[src/common/mem_settings.svh]
// ====================
// Memory subsystem settings
// Sizes, widths and the address map
// ====================
`ifndef MEM_SETTINGS_SVH
`define MEM_SETTINGS_SVH

// Core-side bus widths
`define MEM_ADDR_WIDTH 32
`define MEM_DATA_WIDTH 32

// Data RAM, 16 KiB of 32-bit words
`define MEM_DEPTH 4096
`define MEM_INDEX_WIDTH 12

// APB port towards the debug module
`define MEM_APB_ADDR_WIDTH 13

// Debug area, inclusive byte range, only decoded in debug mode
`define MEM_DEBUG_BASE 32'h0000_0800
`define MEM_DEBUG_END 32'h0000_0FFF

// Test-result word
`define MEM_TOHOST_ADDR 32'h0000_3FF0

// RAM power-up content, addi x0, x0, 0
`define MEM_FILL_WORD 32'h0000_0013

`endif

[src/common/mem_pkg.sv]
// ====================
// Memory subsystem types
// ====================
`include "mem_settings.svh"

package mem_pkg;

  // Byte address as issued by the core
  typedef logic [`MEM_ADDR_WIDTH-1:0] addr_t;

  // One data word
  typedef logic [`MEM_DATA_WIDTH-1:0] word_t;

  // RAM word index, byte address bits 13 down to 2
  typedef logic [`MEM_INDEX_WIDTH-1:0] word_index_t;

  // APB address, low bits of the byte address
  typedef logic [`MEM_APB_ADDR_WIDTH-1:0] apb_addr_t;

  // APB master phases
  typedef enum logic [1:0] {
    APB_IDLE,
    APB_SETUP,
    APB_ACCESS
  } apb_state_t;

endpackage

[src/design/apb_bridge/apb_master_fsm.sv]
// ====================
// APB master for debug-area accesses
// Runs one captured read or write at a time
// ====================
`timescale 1ns/1ps

module apb_master_fsm (
  input  logic                clk,
  input  logic                reset_n,
  input  logic                i_start,
  input  logic                i_write,
  input  mem_pkg::apb_addr_t  i_addr,
  input  mem_pkg::word_t      i_wdata,
  input  logic                i_apb_pready,
  input  mem_pkg::word_t      i_apb_prdata,
  input  logic                i_apb_pslverr,
  output logic                o_idle,
  output logic                o_rsp_valid,
  output mem_pkg::word_t      o_rdata,
  output logic                o_error,
  output mem_pkg::apb_addr_t  o_apb_paddr,
  output logic                o_apb_psel,
  output logic                o_apb_penable,
  output logic                o_apb_pwrite,
  output mem_pkg::word_t      o_apb_pwdata
);

  import mem_pkg::*;

  apb_state_t state;
  apb_state_t state_next;
  logic       write_q;
  apb_addr_t  addr_q;
  word_t      wdata_q;

  // ====================
  // Phase sequencing
  // ====================
  always_comb
  begin
    state_next = state;
    case (state)
      APB_IDLE:
        if (i_start)
          state_next = APB_SETUP;
      APB_SETUP:
        state_next = APB_ACCESS;
      APB_ACCESS:
        if (i_apb_pready)
          state_next = APB_IDLE;
      default:
        state_next = APB_IDLE;
    endcase
  end

  always_ff @(posedge clk or negedge reset_n)
  begin
    if (!reset_n)
    begin
      state   <= APB_IDLE;
      write_q <= 1'b0;
    end
    else
    begin
      state <= state_next;
      if (i_start && state == APB_IDLE)
        write_q <= i_write;
    end
  end

  // Address and data held for the whole transfer
  always_ff @(posedge clk)
  begin
    if (i_start && state == APB_IDLE)
    begin
      addr_q  <= i_addr;
      wdata_q <= i_wdata;
    end
  end

  // ====================
  // Bus and response outputs
  // ====================
  assign o_apb_psel    = (state != APB_IDLE);
  assign o_apb_penable = (state == APB_ACCESS);
  assign o_apb_paddr   = addr_q;
  assign o_apb_pwrite  = write_q;
  assign o_apb_pwdata  = wdata_q;

  assign o_idle = (state == APB_IDLE);

  // Only reads report back, in the cycle the slave completes
  assign o_rsp_valid = (state == APB_ACCESS) && i_apb_pready && !write_q;
  assign o_rdata     = i_apb_prdata;
  assign o_error     = i_apb_pslverr;

  // Access phase always follows a selected setup cycle
  a_penable_after_setup: assert property (
    @(posedge clk) disable iff (!reset_n)
    o_apb_penable |-> o_apb_psel && $past(o_apb_psel)
  ) else $error("apb_master_fsm: penable without a preceding setup");

  // Router holds off new debug accesses while a transfer runs
  a_start_when_idle: assert property (
    @(posedge clk) disable iff (!reset_n)
    i_start |-> o_idle
  ) else $error("apb_master_fsm: start while busy");

endmodule

[config.mk]
export PLATFORM = sky130hd
export DESIGN_NAME = apb_master_fsm
export DESIGN_NICKNAME = d
export VERILOG_FILES = /design/src/common/mem_pkg.sv /design/src/design/apb_bridge/apb_master_fsm.sv
export VERILOG_INCLUDE_DIRS = /design/src /design/src/common
export SDC_FILE = /design/constraint.sdc
export NUM_CORES = 1
export LEC_CHECK = 0
export BUFFER_PORTS_ARGS = -buffer_cell sky130_fd_sc_hd__buf_4
export CAP_MARGIN = 40
export CORE_AREA = 8 8 80 82
export DETAILED_ROUTE_END_ITERATION = 7
export DIE_AREA = 0 0 88 90
export PLACE_DENSITY_LB_ADDON = 0.25
export REMOVE_ABC_BUFFERS = 1
export SYNTH_ARGS = -nofsm -noshare
export SYNTH_HDL_FRONTEND = slang
export SYNTH_SLANG_ARGS = --single-unit
[constraint.sdc]
create_clock -name clk -period 3.6 [get_ports clk]
set_input_delay 0.72 -clock clk [delete_from_list [all_inputs] [get_ports clk]]
set_output_delay 0.72 -clock clk [all_outputs]
set_load 0.02 [all_outputs]
# --- Yosys cells after proc, flatten, opt, wreduce, memory -nomap -nowiden ---
# Cells that the tools add are included.
totals:
  inputBits: 83
  latchBits: 0
  ramBits: 0
  out_inout_bits: 83
  elab_cells: 18
  regBits: 48
  memories: 0
  rom_bits: 0
op_classes:
  addsub: 0
  n_bitwise: 0
  n_lt_le_gt_ge: 0
  mux: 3
  n_div: 0
  multipliers: 0
  shift: 0
  eq_ne: 4
  reduce_logical: 7
op_table:
  columns: ["op", "count"]
  rows:
  - ["one-hot mux 2 bit (3 select lines)", 1]
  - ["2-to-1 mux 2 bit", 2]
  - ["inequality test 2 bit (second input constant)", 2]
  - ["logical AND 1 bit", 3]
  - ["equality test 2 x 1 -> 1 bit (second input constant)", 1]
  - ["equality test 2 bit (second input constant)", 1]
  - ["zero test 2 bit", 1]
  - ["AND reduction 2 bit", 1]
  - ["nonzero test 2 bit", 1]
  - ["zero test 1 bit", 1]

# --- Longest topological paths before layout ---
depth:
  depth_word: 3
  mapped_depth: 2
  depth_no_buf: 2

# --- Least setup slack after synthesis ---
# Ideal clock, no wire load.
synth_path:
  path_kind: "input port to flip-flop"
  startpoint: "input port i_start"
  endpoint: "register write_q, in the netlist o_apb_pwrite"
  required_ps: 3473
  arrival_ps: 2922
  path_buffers: 0
  path_slack_ps: 550
  cell_stages: 2
  path_cell_list: "nor3b_2 -> mux2_1"
synth_via:
  elab_chain_cells: 1
synth_lines:
  columns: ["element", "line", "rtl"]
  rows:
  - ["start: declaration", "apb_master_fsm.sv:10", "input logic i_start,"]
  - ["logical AND 1 bit", "apb_master_fsm.sv:66", "if (i_start && state == APB_IDLE)"]
  - ["end signal: assignment", "apb_master_fsm.sv:67", "write_q <= i_write;"]
  - ["end: declaration", "apb_master_fsm.sv:32", "logic write_q;"]
# No other way between the ends.
# A chain may end at the register's enable or synchronous reset.

# --- Worst setup path after layout ---
layout_path:
  startpoint: "register state[1]"
  endpoint: "output port o_rsp_valid"
layout_via:
  elab_chain_cells: 3
layout_lines:
  columns: ["element", "line", "rtl"]
  rows:
  - ["start: declaration", "apb_master_fsm.sv:30", "apb_state_t state;"]
  - ["start signal: assignment", "apb_master_fsm.sv:65", "state <= state_next;"]
  - ["equality test 2 bit", "apb_master_fsm.sv:93", "assign o_rsp_valid = (state == APB_ACCESS) && i_apb_pready && !write_q;"]
  - ["logical AND 1 bit (2 in a row)", "apb_master_fsm.sv:93", null]
  - ["end: declaration", "apb_master_fsm.sv:18", "output logic o_rsp_valid,"]
# No other way between the ends.

==> results.py <==
metrics = {
    "status": {
        "status": "completed",
    },
    "clock_tree": {
        "clk_latency_ns": 0.30,
        "htree_levels": 2,
        "ctsResizeCount": 0,
        "clk_pin_slew_worst_paths_ns": 0.08,
        "cts_hold_buf": 0,
        "cts_tree": "yes",
        "cts_setup_buffers": 0,
        "clockRootBuffer": "clkbuf_8",
        "cts_buffer_depth": 2,
        "cts_buffers": 5,
        "cts.sinks": 48,
    },
    "synth": {
        "syn_inst": 90,
        "synth_seq_cells": 48,
        "netlist_area_mm2": 0.00175,
        "syn_avg_cell_area_um2": 19.4,
        "synth-seq-area-share_pct": 81.7,
        "yosys_warnings": 0,
        "yosysUniqueCellTypes": 12,
    },
    "global_routing": {
        "grt_pass1_wl_mm": 7.06,
        "antenna_found_initial": 0,
        "grt.overflow.total": 0,
        "grt_busiest_layer": "met2",
        "met3_usage_pct": 12.9,
        "met1_usage_pct": 12.6,
        "grt.total_usage_pct": 12.6,
        "use_met2_pct": 16.8,
        "grt_max_degree": 33,
        "first_global_vias": 1215,
    },
    "placed_design": {
        "dpl.hpwl_mm": 4.11,
        "portBuffers": 99,
        "gp_congestion": 0.656,
    },
    "detailed_routing": {
        "drtPass1Iterations": 4,
        "vias": 1004,
        "antenna_left": 0,
        "drc": 0,
        "via_per_inst": 4.22,
        "routed_wl_mm": 5.04,
        "drt_iter0_drc": 47,
        "routedWlPerCell_um": 21.2,
    },
    "worst_setup_path": {
        "timing.critical_path.fanout_max": 6,
        "critPathCaptureType": "output pin",
        "worst-setup-path-type": "reg2out",
        "r2r-end": "o_apb_pwrite$_DFFE_PN0P_",
        "rrSetupSlack_ns": 2.03,
        "r2r-start": "state[0]$_DFFE_PN0P_",
        "crit_required_ns": 2.88,
        "worstRegToRegCells": 3,
        "start_kind": "register",
        "cp.arrival_ns": 1.26,
    },
    "power_and_ir_drop": {
        "vdd_drop_max_uv": 472,
        "p_leak_nw": 1.02,
        "power_density_mw_per_mm2": 643,
        "p_total_mw": 1.57,
    },
    "floorplanning": {
        "die_h_um": 90,
        "start_util_pct": 33.4,
        "fp.dieArea_mm2": 0.00792,
        "io_pins": 166,
        "chipWidth_um": 88,
        "core_area_mm2": 0.00524,
        "rows": 27,
    },
    "run": {
        "maxCapViolations": 0,
    },
    "final_layout": {
        "drive_above_1_share_pct": 65.1,
        "fin_nets": 248,
        "fillers": 478,
        "areaGrowthSynthToFinish_pct": 39.5,
        "antenna_cells": 0,
    },
    "sta": {
        "setup-violations-final": 0,
        "rsz0062_at_grt": "false",
        "fin_setup_tns_ns": 0,
        "finalCritPeriodShare_pct": 55.0,
        "final-max-slew-violation-count": 0,
        "relSlewSlack_pct": 73.0,
        "fin_crit_ns": 1.98,
        "fmax_mhz": 505,
        "tightest_slew_ns": 0.405,
        "finClkSkew_ns": 0.00909,
        "finalHoldViolations": 0,
    },
    "hold_path": {
        "min_path_type": "in2async",
    },
}
[through the flow]
step | hold WS (ns) | utilization, % | cells | cell area, µm² | worst slack (ns)
after floorplan | 0.424 | - | 57 | 1500 | 0.550
after global placement | 0.502 | 44.9 | 230 | 2350 | 1.73
after detailed placement | 0.510 | 44.9 | 230 | 2350 | 1.69
after CTS | 0.190 | 46.5 | 238 | 2440 | 1.61
after global routing | 0.180 | 46.5 | 238 | 2440 | 1.53
final | 0.199 | 46.5 | 238 | 2440 | 1.62
[cell type report]
type	count	area (µm²)	area share [%]
inverters	1	3.75	0.154
clock buffers	6	72.6	2.98
clock inverters	2	11.3	0.462
repair buffers	101	758	31.1
flip-flops and latches	48	1430	58.5
multi-input cells	8	75.1	3.08
well taps	72	90.1	3.70
[layout by cell type (no fill, tap or decap), types with 3 or more instances in the layout]
master and n:
buf_4 101, clkbuf_8 5, dfrtp_1 3, edfxtp_1 45
[worst max path at each step]
stage,from,to,slack (ns),cells past startpoint
2_1_floorplan,i_start,o_apb_pwrite$_DFFE_PN0P_,0.55,2
3_3_place_gp,i_apb_pready,o_rsp_valid,1.73,3
3_5_place_dp,i_start,o_apb_pwrite$_DFFE_PN0P_,1.69,4
4_1_cts,state[1]$_DFFE_PN0P_,o_rsp_valid,1.61,3
5_1_grt,state[1]$_DFFE_PN0P_,o_rsp_valid,1.53,3
6_report,state[1]$_DFFE_PN0P_,o_rsp_valid,1.62,3
[metal layers]
| layer | vias up | share of wire (%) |
|---|---|---|
| met5 | - | 0.68 |
| met4 | 2 | 0.89 |
| met3 | 8 | 20 |
| met2 | 91 | 44 |
| met1 | 468 | 35 |
| li1 | 435 | - |
[worst max-delay path, stage by stage, from the launching register on]
cell	delay, ns
dfrtp_1	0.47
nor2b_1	0.20
and3b_1	0.17
buf_4	0.13
[sequential cells by signal, summed over array words and instances (netlist names)]
register	count
o_apb_pwdata	32
o_apb_pwrite	1
o_apb_paddr	13
state	2
[logic make-up (layout without fill, tap and decap cells)]
family / after synthesis / after routing / synth area share [%]
and+or+nand+nor: 6 / 6 / 2.72
DFF: 48 / 48 / 81.7
muxes: 2 / 2 / 1.22
buffers and inverters: 34 / 110 / 14.4
[power breakdown]
part,switching (mW),internal (mW),total (mW)
Clock,0.170,0.135,0.305
Combinational,0.270,0.196,0.466
Sequential,0.0461,0.749,0.795
[synth_stat cells]
master     n  area share (%)
nor3b_1    1            0.43
dfrtp_1    3             4.3
or2_1      1            0.36
mux2i_1    1            0.57
edfxtp_1  45              77
nor2b_1    1            0.36
buf_4     33              14
nand2b_1   1            0.36
nor3b_2    1            0.72
mux2_1     1            0.64
inv_1      1            0.21
and3b_1    1            0.50
No activity file was read; power rests on OpenSTA's default activity.
