File: config.mk
export PLATFORM = sky130hd
export DESIGN_NAME = mem_request_router
export DESIGN_NICKNAME = d
export VERILOG_FILES = /design/src/common/mem_pkg.sv /design/src/design/mem_request_router.sv
export VERILOG_INCLUDE_DIRS = /design/src /design/src/common
export SDC_FILE = /design/constraint.sdc
export NUM_CORES = 1
export LEC_CHECK = 0
export CORE_AREA = 2 2 116 118
export DETAILED_ROUTE_END_ITERATION = 10
export DIE_AREA = 0 0 118 120
export DONT_BUFFER_PORTS = 1
export REMOVE_ABC_BUFFERS = 1
export SLEW_MARGIN = 20
export SYNTH_ARGS = -nofsm -noshare
export SYNTH_HDL_FRONTEND = slang
export SYNTH_SLANG_ARGS = --single-unit
File: constraint.sdc
create_clock -name clk -period 1.4 [get_ports clk]
set_clock_uncertainty 0.15 [all_clocks]
set_input_delay 0.14 -clock clk [delete_from_list [all_inputs] [get_ports clk]]
set_output_delay 0.14 -clock clk [all_outputs]
set_load 0.01 [all_outputs]
File: src/common/mem_settings.svh
// ====================
// Memory subsystem settings
// Sizes, widths and the address map
// ====================
`ifndef MEM_SETTINGS_SVH
`define MEM_SETTINGS_SVH

// Core-side bus widths
`define MEM_ADDR_WIDTH 32
`define MEM_DATA_WIDTH 32

// Data RAM, 16 KiB of 32-bit words
`define MEM_DEPTH 4096
`define MEM_INDEX_WIDTH 12

// APB port towards the debug module
`define MEM_APB_ADDR_WIDTH 13

// Debug area, inclusive byte range, only decoded in debug mode
`define MEM_DEBUG_BASE 32'h0000_0800
`define MEM_DEBUG_END 32'h0000_0FFF

// Test-result word
`define MEM_TOHOST_ADDR 32'h0000_3FF0

// RAM power-up content, addi x0, x0, 0
`define MEM_FILL_WORD 32'h0000_0013

`endif

File: src/common/mem_pkg.sv
// ====================
// Memory subsystem types
// ====================
`include "mem_settings.svh"

package mem_pkg;

  // Byte address as issued by the core
  typedef logic [`MEM_ADDR_WIDTH-1:0] addr_t;

  // One data word
  typedef logic [`MEM_DATA_WIDTH-1:0] word_t;

  // RAM word index, byte address bits 13 down to 2
  typedef logic [`MEM_INDEX_WIDTH-1:0] word_index_t;

  // APB address, low bits of the byte address
  typedef logic [`MEM_APB_ADDR_WIDTH-1:0] apb_addr_t;

  // APB master phases
  typedef enum logic [1:0] {
    APB_IDLE,
    APB_SETUP,
    APB_ACCESS
  } apb_state_t;

endpackage

File: src/design/mem_request_router.sv
// ====================
// Request router
// Splits core accesses between RAM and APB, merges replies
// ====================
`timescale 1ns/1ps
`include "mem_settings.svh"

module mem_request_router (
  input  logic                  clk,
  input  logic                  reset_n,
  input  logic                  i_debug_mode,
  input  logic                  i_req_valid,
  input  logic                  i_req_write,
  input  mem_pkg::addr_t        i_req_addr,
  input  mem_pkg::word_t        i_req_wdata,
  input  mem_pkg::word_t        i_ram_rdata,
  input  logic                  i_dbg_idle,
  input  logic                  i_dbg_rsp_valid,
  input  mem_pkg::word_t        i_dbg_rdata,
  input  logic                  i_dbg_error,
  output logic                  o_req_ready,
  output logic                  o_rsp_valid,
  output mem_pkg::word_t        o_rsp_rdata,
  output logic                  o_rsp_error,
  output logic                  o_ram_read,
  output logic                  o_ram_write,
  output mem_pkg::word_index_t  o_ram_index,
  output mem_pkg::word_t        o_ram_wdata,
  output logic                  o_dbg_start,
  output logic                  o_dbg_write,
  output mem_pkg::apb_addr_t    o_dbg_addr,
  output mem_pkg::word_t        o_dbg_wdata,
  output mem_pkg::word_t        o_tohost
);

  import mem_pkg::*;

  logic  accept;
  logic  is_debug;
  logic  ram_pending;
  word_t tohost_q;

  // ====================
  // Decode and dispatch
  // ====================

  // Nothing is taken while the APB master is busy
  assign o_req_ready = i_dbg_idle;
  assign accept      = i_req_valid && o_req_ready;

  // The debug area only exists while the hart is halted in debug mode
  assign is_debug = i_debug_mode &&
                    (i_req_addr >= `MEM_DEBUG_BASE) &&
                    (i_req_addr <= `MEM_DEBUG_END);

  assign o_ram_read  = accept && !is_debug && !i_req_write;
  assign o_ram_write = accept && !is_debug && i_req_write;
  assign o_ram_index = i_req_addr[`MEM_INDEX_WIDTH+1:2];
  assign o_ram_wdata = i_req_wdata;

  assign o_dbg_start = accept && is_debug;
  assign o_dbg_write = i_req_write;
  assign o_dbg_addr  = i_req_addr[`MEM_APB_ADDR_WIDTH-1:0];
  assign o_dbg_wdata = i_req_wdata;

  // ====================
  // Response merge
  // ====================

  // RAM data is one cycle behind the accepted read
  always_ff @(posedge clk or negedge reset_n)
  begin
    if (!reset_n)
      ram_pending <= 1'b0;
    else
      ram_pending <= o_ram_read;
  end

  assign o_rsp_valid = ram_pending || i_dbg_rsp_valid;
  assign o_rsp_rdata = ram_pending ? i_ram_rdata : i_dbg_rdata;
  assign o_rsp_error = ram_pending ? 1'b0 : i_dbg_error;

  // Test-result capture, seen on every accepted write to the word
  always_ff @(posedge clk or negedge reset_n)
  begin
    if (!reset_n)
      tohost_q <= '0;
    else if (accept && i_req_write && i_req_addr == `MEM_TOHOST_ADDR)
      tohost_q <= i_req_wdata;
  end

  assign o_tohost = tohost_q;

  // A debug read cannot finish before an earlier RAM read has answered
  a_single_response: assert property (
    @(posedge clk) disable iff (!reset_n)
    !(ram_pending && i_dbg_rsp_valid)
  ) else $error("mem_request_router: RAM and debug response collide");

endmodule

# Word level (Yosys, flattened, before mapping)
# Index checks and enable logic that the tools add are counted.
# classes
addsub,0
n_mul,0
div_mod_pow,0
n_lt_le_gt_ge,2
n_eq_ne,1
n_shift,0
n_mux,2
bitwise_logic,0
reduce_logical,12
# op_table
op,count
$eq 32x14->1 const B,1
$ge 32x12->1 const B,1
$le 32x12->1 const B,1
$mux 32,1
$logic_and 1x1->1,9
$logic_not 1->1,2
$logic_or 1x1->1,1
$mux 1,1
# totals
register_bits,33
latch_bits,0
mem_bits_rw,0
mem_bits_ro,0
out_inout_bits,160
wordCells,19
memories,0

# Logic depth before layout (Yosys ltp)
# Gate-level depths: netlist (run 1).
# logic_depth
depth_word,6
depth_mapped,5
ltp_nobuf,4

# Worst setup path before layout (run 1)
# Ideal clock, no wire load.
# synth_timing
kind,input-to-reg
from,input port i_req_addr[16]
to,register tohost_q[0] (netlist: o_tohost[0])
setup_ps,125
arrival_time_ps,1661
required_time_ps,1125
setup_slack_ps,-536
path_stages,5
cell_sequence,or3_1 -> nand3b_4 -> nor4_4 -> buf_8 -> mux2_4
# synth_via
elab_chain_len,2
# synth_rtl
element,line_no,text
start: declaration,mem_request_router.sv:14,"input mem_pkg::addr_t i_req_addr,"
$eq 32x14->1 (no line),--,
$logic_and 1x1->1 (no line),--,
end signal: assignment,mem_request_router.sv:89,tohost_q <= i_req_wdata;
end: declaration,mem_request_router.sv:41,word_t tohost_q;
# No other way between the ends.
# A chain may end at the register's enable or synchronous reset.

# Worst setup path after layout (run 1)
# layout_timing
from,input port i_req_addr[16]
to,register tohost_q[8] (netlist: o_tohost[8])
# The elaborated chain is that of the path after synthesis.

==> results of run 1 <==
[synthesized netlist by cell type, drive strengths merged (2+ instances only)]
master and instances:
nor2 2, nor2b 2, buf 94, dfrtp 33, nand2 5, clkbuf 4
or3 2, mux2 64, nor4 5
[cell usage in the layout, fill, tap and decap left out, drive strengths merged]
cell type	count
mux2	64
dlygate4sd3	35
dfrtp	33
buf	13
clkbuf	9
nand2	5
nor4	5
nor2b	2
clkinv	2
nor2	2
or3	2
diode	1
nand3	1
nor4b	1
or2	1
nor3	1
nand3b	1
nand4	1
nand4b	1
or4	1
clkinvlp	1
[through the flow]
step	area, um2	cells	hold slack (ps)	setup slack (ps)	setup TNS (ps)
after global placement	2140	303	-305	-533	-16190
final	3050	358	-34.7	-271	-15080
after CTS	2660	345	-157	-272	-12910
after floorplan	1850	121	-306	-1700	-60980
after global routing	3050	358	-20.3	-329	-18700
after detailed placement	2140	303	-305	-570	-17190
[sequential cells by signal, summed over array words and instances (netlist names)]
name / count
o_tohost: 32
ram_pending: 1
[cell families after synthesis]
kind of cell           count (synthesis)  synth area share (%)
buffers and inverters                 98                  28.7
flip-flops                            33                  31.9
multiplexers                          64                  32.1
AND/OR/NAND/NOR                       24                  7.34
[power by group through the flow]
stage | Sequential (W) | Combinational (W) | Clock, W
global placement | 0.000973 | 0.000185 | 0
CTS | 0.000956 | 0.000297 | 0.00111
detailed placement | 0.000973 | 0.000182 | 0
global route | 0.000960 | 0.000389 | 0.00114
finish | 0.000961 | 0.000364 | 0.00105
floorplan | 0.000982 | 0.000134 | 0
[worst max path at each step]
stage / from / endpoint / slack (ps) / depth (start not counted)
global route: i_req_addr[16] / o_tohost[8] / -330 / 7
CTS: i_req_addr[0] / o_tohost[16] / -270 / 5
floorplan: i_req_addr[16] / o_tohost[16] / -1700 / 4
detailed placement: i_req_addr[0] / o_tohost[16] / -570 / 5
global placement: i_req_addr[16] / o_tohost[16] / -530 / 5
finish: i_req_addr[16] / o_tohost[8] / -270 / 7
[area by class of cell]
cell class | count | share of cell area [%]
diodes | 1 | 0.0820
clock buffers | 5 | 4.10
clock inverters | 3 | 0.574
multi-input cells | 88 | 40.3
flip-flops and latches | 33 | 27.1
well taps | 176 | 7.22
repair buffers | 52 | 20.6
[timing repair]
item | CTS | global route
pin swaps | 0 | 2
hold endpoints to repair | 66 | 1
hold buffers | 34 | 2
gates resized for setup | 7 | 53
endpoints found under the setup margin | 67 | 69
cloned | 0 | 7
setup buffers | 0 | 3
[per-layer routing]
| metal | track usage, % | vias to the layer above | wire, um |
|---|---|---|---|
| met5 | 0 | - | 0 |
| met4 | 4.52 | 0 | 153 |
| met3 | 3.04 | 10 | 670 |
| met2 | 16.5 | 168 | 4280 |
| met1 | 7.70 | 695 | 2370 |
| li1 | - | 574 | - |
==> results.toml, run 1 <==
[route]
drt-vias-per-instance = 4.04
routedWlPerCell_um = 20.9
final_antenna_net_count = 0
drtIter0Drc = 15
remaining_drc_errors = 0
num_vias = 1447
drt_wl_total_mm = 7.47
first_pass_iters = 2

[layout]
fill_cells = 1352
final_core_util_pct = 23.5
multi_input_area_mm2 = 0.00123
fin_nets = 316
final_layout_size_suffix_gt1_share_pct = 58.0
area.sequential_um2 = 827
area_growth_pct = 17.7

[timing]
timing.max_slew.rel_slack_pct = 80.2
slew_at_the_pin_closest_to_its_max_slew_limit_ps = 296
setup_ws_ps = -271
grt_setup_unrepaired = "yes"
holdWs_ps = -34.7
period_utilization_pct = 119
achievable_frequency_ghz = 0.598
hold_viol = 1
slew_violations = 0
final_period_minus_worst_setup_slack_ps = 1670
finalSetupViolations = 67

[global_routing]
pin_count_of_the_biggest_net_entering_global_routing = 35
number_of_global_route_vias_before_repair = 1537
grt-ovfl-total = 0
gr-usage-all-layers_pct = 8.51
first_pass_grt_wire_length_mm = 8.94
antenna_violations_before_repair = 1

[clock_tree]
worst_skew_pair.late_latency_ps = 270
cts_root_buffer = "sky130_fd_sc_hd__clkbuf_16"
clk_pin_slew_worst_paths_ps = 60
clock_buffer_count_from_cts = 5
cts_max_path_buffers = 2
count_of_h_tree_levels_built_during_cts = 2
tritoncts = "built"
total_clock_sinks = 33

[power_and_ir_drop]
power.share.sequential_pct = 40.4
power.density_cell_area_mw_per_mm2 = 780
combinationalPowerShare_pct = 15.3
switching_power_w = 0.000551
post-layout-total-power_w = 0.00238
intPower_w = 0.00183
swShare_pct = 23.2
vdd_ir_drop_max_v = 0.000649
p_clk_share_pct = 44.3
power.static_leakage_nw = 1.34

[synth]
synth_flop_cell = "sky130_fd_sc_hd__dfrtp_1"
synth_async_sr_flop_share_pct = 100
postSynthCellCount = 219
synth_sequential_area_ratio_pct = 31.9
synth-edff-count = 0
synth.top_cells.by_area = "sky130_fd_sc_hd__dfrtp_1, sky130_fd_sc_hd__buf_4, sky130_fd_sc_hd__mux2_4, sky130_fd_sc_hd__mux2_2, sky130_fd_sc_hd__buf_8"
yosysWarnings = 0
ys_seq_elements = 33
top_area_cell_type_share_of_the_netlist_area_pct = 31.9
syn_area_per_cell_um2 = 11.8
synthesis.area_mm2 = 0.00259
synth.lib_cells_used.distinct = 21
netlist.top_cell.by_area = "sky130_fd_sc_hd__dfrtp_1"

[floorplan]
area_enclosed_by_the_die_boundary_mm2 = 0.0142
core_area_mm2 = 0.0130
num_io_pins = 296
floorplan.initialDensity_pct = 20.0
floorplan.die.height_um = 120
placementRows = 42
chipWidth_um = 118

[critical_path]
required_worst_endpoint_ps = 1410
endpoint_kind = "flip-flop"
worst_path_most_repeated_cell = "sky130_fd_sc_hd__buf_6"
path_max_fanout = 8
crit_buf_inv = 3
critPathLaunchType = "input pin"
reg2reg_to = "o_tohost[9]"
critical-path-slowest-cell = "sky130_fd_sc_hd__or3_4"
reg2reg_depth = 1
critical-path-max-stage-delay_ps = 390
critPathKind = "input pin to flip-flop"
timing.critical_path.max_delay_family = "simple AND/OR/NAND/NOR gates"
rrSetupSlack_ps = 410
crit_path_cell_trace = "or3_4 > nand3b_4 > nor4_4 > buf_6 > buf_6 > buf_12 > mux2_4"
critPathArrivalTime_ps = 1680
critical_path.reg2reg.startpoint = "o_tohost[9]"

[place]
numPortBuffers = 0
dp_hpwl_mm = 5.00
globalplace.congestion = 0.782

[outcome]
status = "finished, violations left"
failed_checks = "hold timing, setup timing"

[hold_path]
worst_hold_startpoint = "i_req_valid"
worst_hold_path_type = "input pin to flip-flop"
holdPathEnd = "ram_pending"
cell_depth_of_the_worst_min_delay_path = 2

[job]
max-cap-violations = 0
Note: power is estimated with default switching activity, not from simulation.
==> inputs of run 2 (changes only) <==
Settings changed: REMOVE_ABC_BUFFERS 1 to unset.
==> run 2 against run 1 <==
Cell area shrank 5.2%. Highest routed layer unchanged. Register-to-register slack better by 20 ps. Global-route usage increased by 0.21 points. Routed wire length is 8.6% lower. The flow finishes with violations (setup timing). Final cell count shrank 0.28%. Core utilization decreased by 1.2 points. Flip-flop and latch count stayed put. Count of clock-buffer cells in the layout is 1 higher. Fmax shrank 1.8%. Clock power about the same.
==> results.toml, run 2 (synthesis gave the netlist of run 1 again) <==
[critical_path]
critPathLaunchType = "input pin"
endpoint_kind = "flip-flop"
required_worst_endpoint_ps = 1410
path_max_fanout = 8
critPathArrivalTime_ps = 1710
critPathKind = "input pin to flip-flop"

[timing]
timing.max_slew.rel_slack_pct = 81.0
finalSetupViolations = 67
slew_at_the_pin_closest_to_its_max_slew_limit_ps = 284
period_utilization_pct = 122
final_period_minus_worst_setup_slack_ps = 1700
achievable_frequency_ghz = 0.587
holdWs_ps = 130
setup_ws_ps = -303
grt_setup_unrepaired = "yes"
slew_violations = 0
hold_viol = 0

[layout]
fin_nets = 316
final_cell_mix = "sky130_fd_sc_hd__mux2_4, sky130_fd_sc_hd__dlygate4sd3_1, sky130_fd_sc_hd__dfrtp_1"
final_layout_size_suffix_gt1_share_pct = 56.9
area.sequential_um2 = 826
n_antenna_cell = 0
layout.cells.most_common = "sky130_fd_sc_hd__mux2_4"
multi_input_area_mm2 = 0.00114
final_core_util_pct = 22.3
area_growth_pct = 11.6
fill_cells = 1381
largest_register_ffs = 32

[route]
top_layer = "met4"
num_vias = 1404
wl_met1_mm = 2.46
drt_wl_total_mm = 6.83
drtIter0Drc = 26
drt-vias-per-instance = 3.93
final_antenna_net_count = 0
remaining_drc_errors = 0
routed-wl-met2_mm = 3.69
met3_wirelength_um = 597
routedWlPerCell_um = 19.1
first_pass_iters = 4

[power_and_ir_drop]
switching_power_w = 0.000546
power.density_cell_area_mw_per_mm2 = 803
power.static_leakage_nw = 1.22
post-layout-total-power_w = 0.00232
intPower_w = 0.00178
combinationalPowerShare_pct = 12.9
vdd_ir_drop_max_v = 0.000406
power.share.sequential_pct = 41.2
p_clk_share_pct = 45.9
swShare_pct = 23.5

[global_routing]
grt-ovfl-total = 0
first_pass_grt_wire_length_mm = 9.14
antenna_violations_before_repair = 0
gr-usage-all-layers_pct = 8.72
number_of_global_route_vias_before_repair = 1531
pin_count_of_the_biggest_net_entering_global_routing = 35

[floorplan]
num_io_pins = 296
chipWidth_um = 118
area_enclosed_by_the_die_boundary_mm2 = 0.0142
core_area_mm2 = 0.0130
floorplan.die.height_um = 120
floorplan.initialDensity_pct = 20.0
placementRows = 42

[clock_tree]
cts_root_buffer = "sky130_fd_sc_hd__clkbuf_16"
tritoncts = "built"
total_clock_sinks = 33
clock_buffer_count_from_cts = 5
worst_skew_pair.late_latency_ps = 290
count_of_h_tree_levels_built_during_cts = 2
clk_pin_slew_worst_paths_ps = 50
cts_max_path_buffers = 2

[job]
max-cap-violations = 0

[place]
pre_cts_ws_ps = -629
numPortBuffers = 0
globalplace.congestion = 0.827
dp_hpwl_mm = 4.51

[synth]
synth.net_count = 355

[hold_path]
worst_hold_path_type = "input pin to output pin"

[outcome]
status = "finished, violations left"
failed_checks = "setup timing"
-- run 2: worst paths after layout --
check                           startpoint              end  slack, ps  depth (start not counted)
hold / removal             i_req_wdata[25]  o_dbg_wdata[25]        130                          0
setup reg to reg              o_tohost[29]     o_tohost[29]        430                          1
max in group asynchronous          reset_n     o_tohost[25]        740                          2
min in group asynchronous          reset_n     o_tohost[22]        180                          2
setup / recovery            i_req_addr[14]     o_tohost[24]       -300                          7
hold reg to reg               o_tohost[21]     o_tohost[21]        430                          1
-- run 2: worst max-delay path: stages --
cell                        delay [ps]
sky130_fd_sc_hd__or3_4             370
sky130_fd_sc_hd__nand3b_4          170
sky130_fd_sc_hd__nor4_4            280
sky130_fd_sc_hd__buf_6             160
sky130_fd_sc_hd__buf_6             130
sky130_fd_sc_hd__clkbuf_16         170
sky130_fd_sc_hd__mux2_4            300
-- run 2: per-layer routing --
layer / vias to the layer above / global-route usage [%]
met5: - / 0
met4: 0 / 2.56
met3: 7 / 3.52
met2: 138 / 15.4
met1: 685 / 9.61
li1: 574 / -
-- run 2: cell type report --
type / count / area share, %
multi-input cells: 88 / 39.3
repair buffers: 52 / 19.7
clock buffers: 6 / 4.46
flip-flops and latches: 33 / 28.5
well taps: 176 / 7.61
clock inverters: 2 / 0.346
-- run 2: metrics by stage --
stage	instance area [um2]	std cells	setup TNS [ps]
6_report	2890	357	-13460
5_1_grt	2890	357	-16100
4_1_cts	2760	352	-13940
3_5_place_dp	2150	304	-19290
3_3_place_gp	2150	304	-18210
2_1_floorplan	2600	219	-16920
-- run 2: what timing repair did --
item / CTS / global route
hold buffers: 34 / 3
gates resized for setup: 12 / 17
buffers inserted: 4 / 2
pin swaps: 1 / 3
endpoints found under the setup margin: 68 / 69
endpoints found under the hold margin: 66 / 2
gates cloned: 2 / 1
-- run 2: power by group through the flow --
stage | Clock (W) | Sequential (W) | Combinational, W
4_1_cts | 0.00116 | 0.000956 | 0.000283
3_3_place_gp | 0 | 0.000973 | 0.000171
2_1_floorplan | 0 | 0.000973 | 0.000416
6_report | 0.00107 | 0.000957 | 0.000300
5_1_grt | 0.00117 | 0.000956 | 0.000318
3_5_place_dp | 0 | 0.000974 | 0.000170
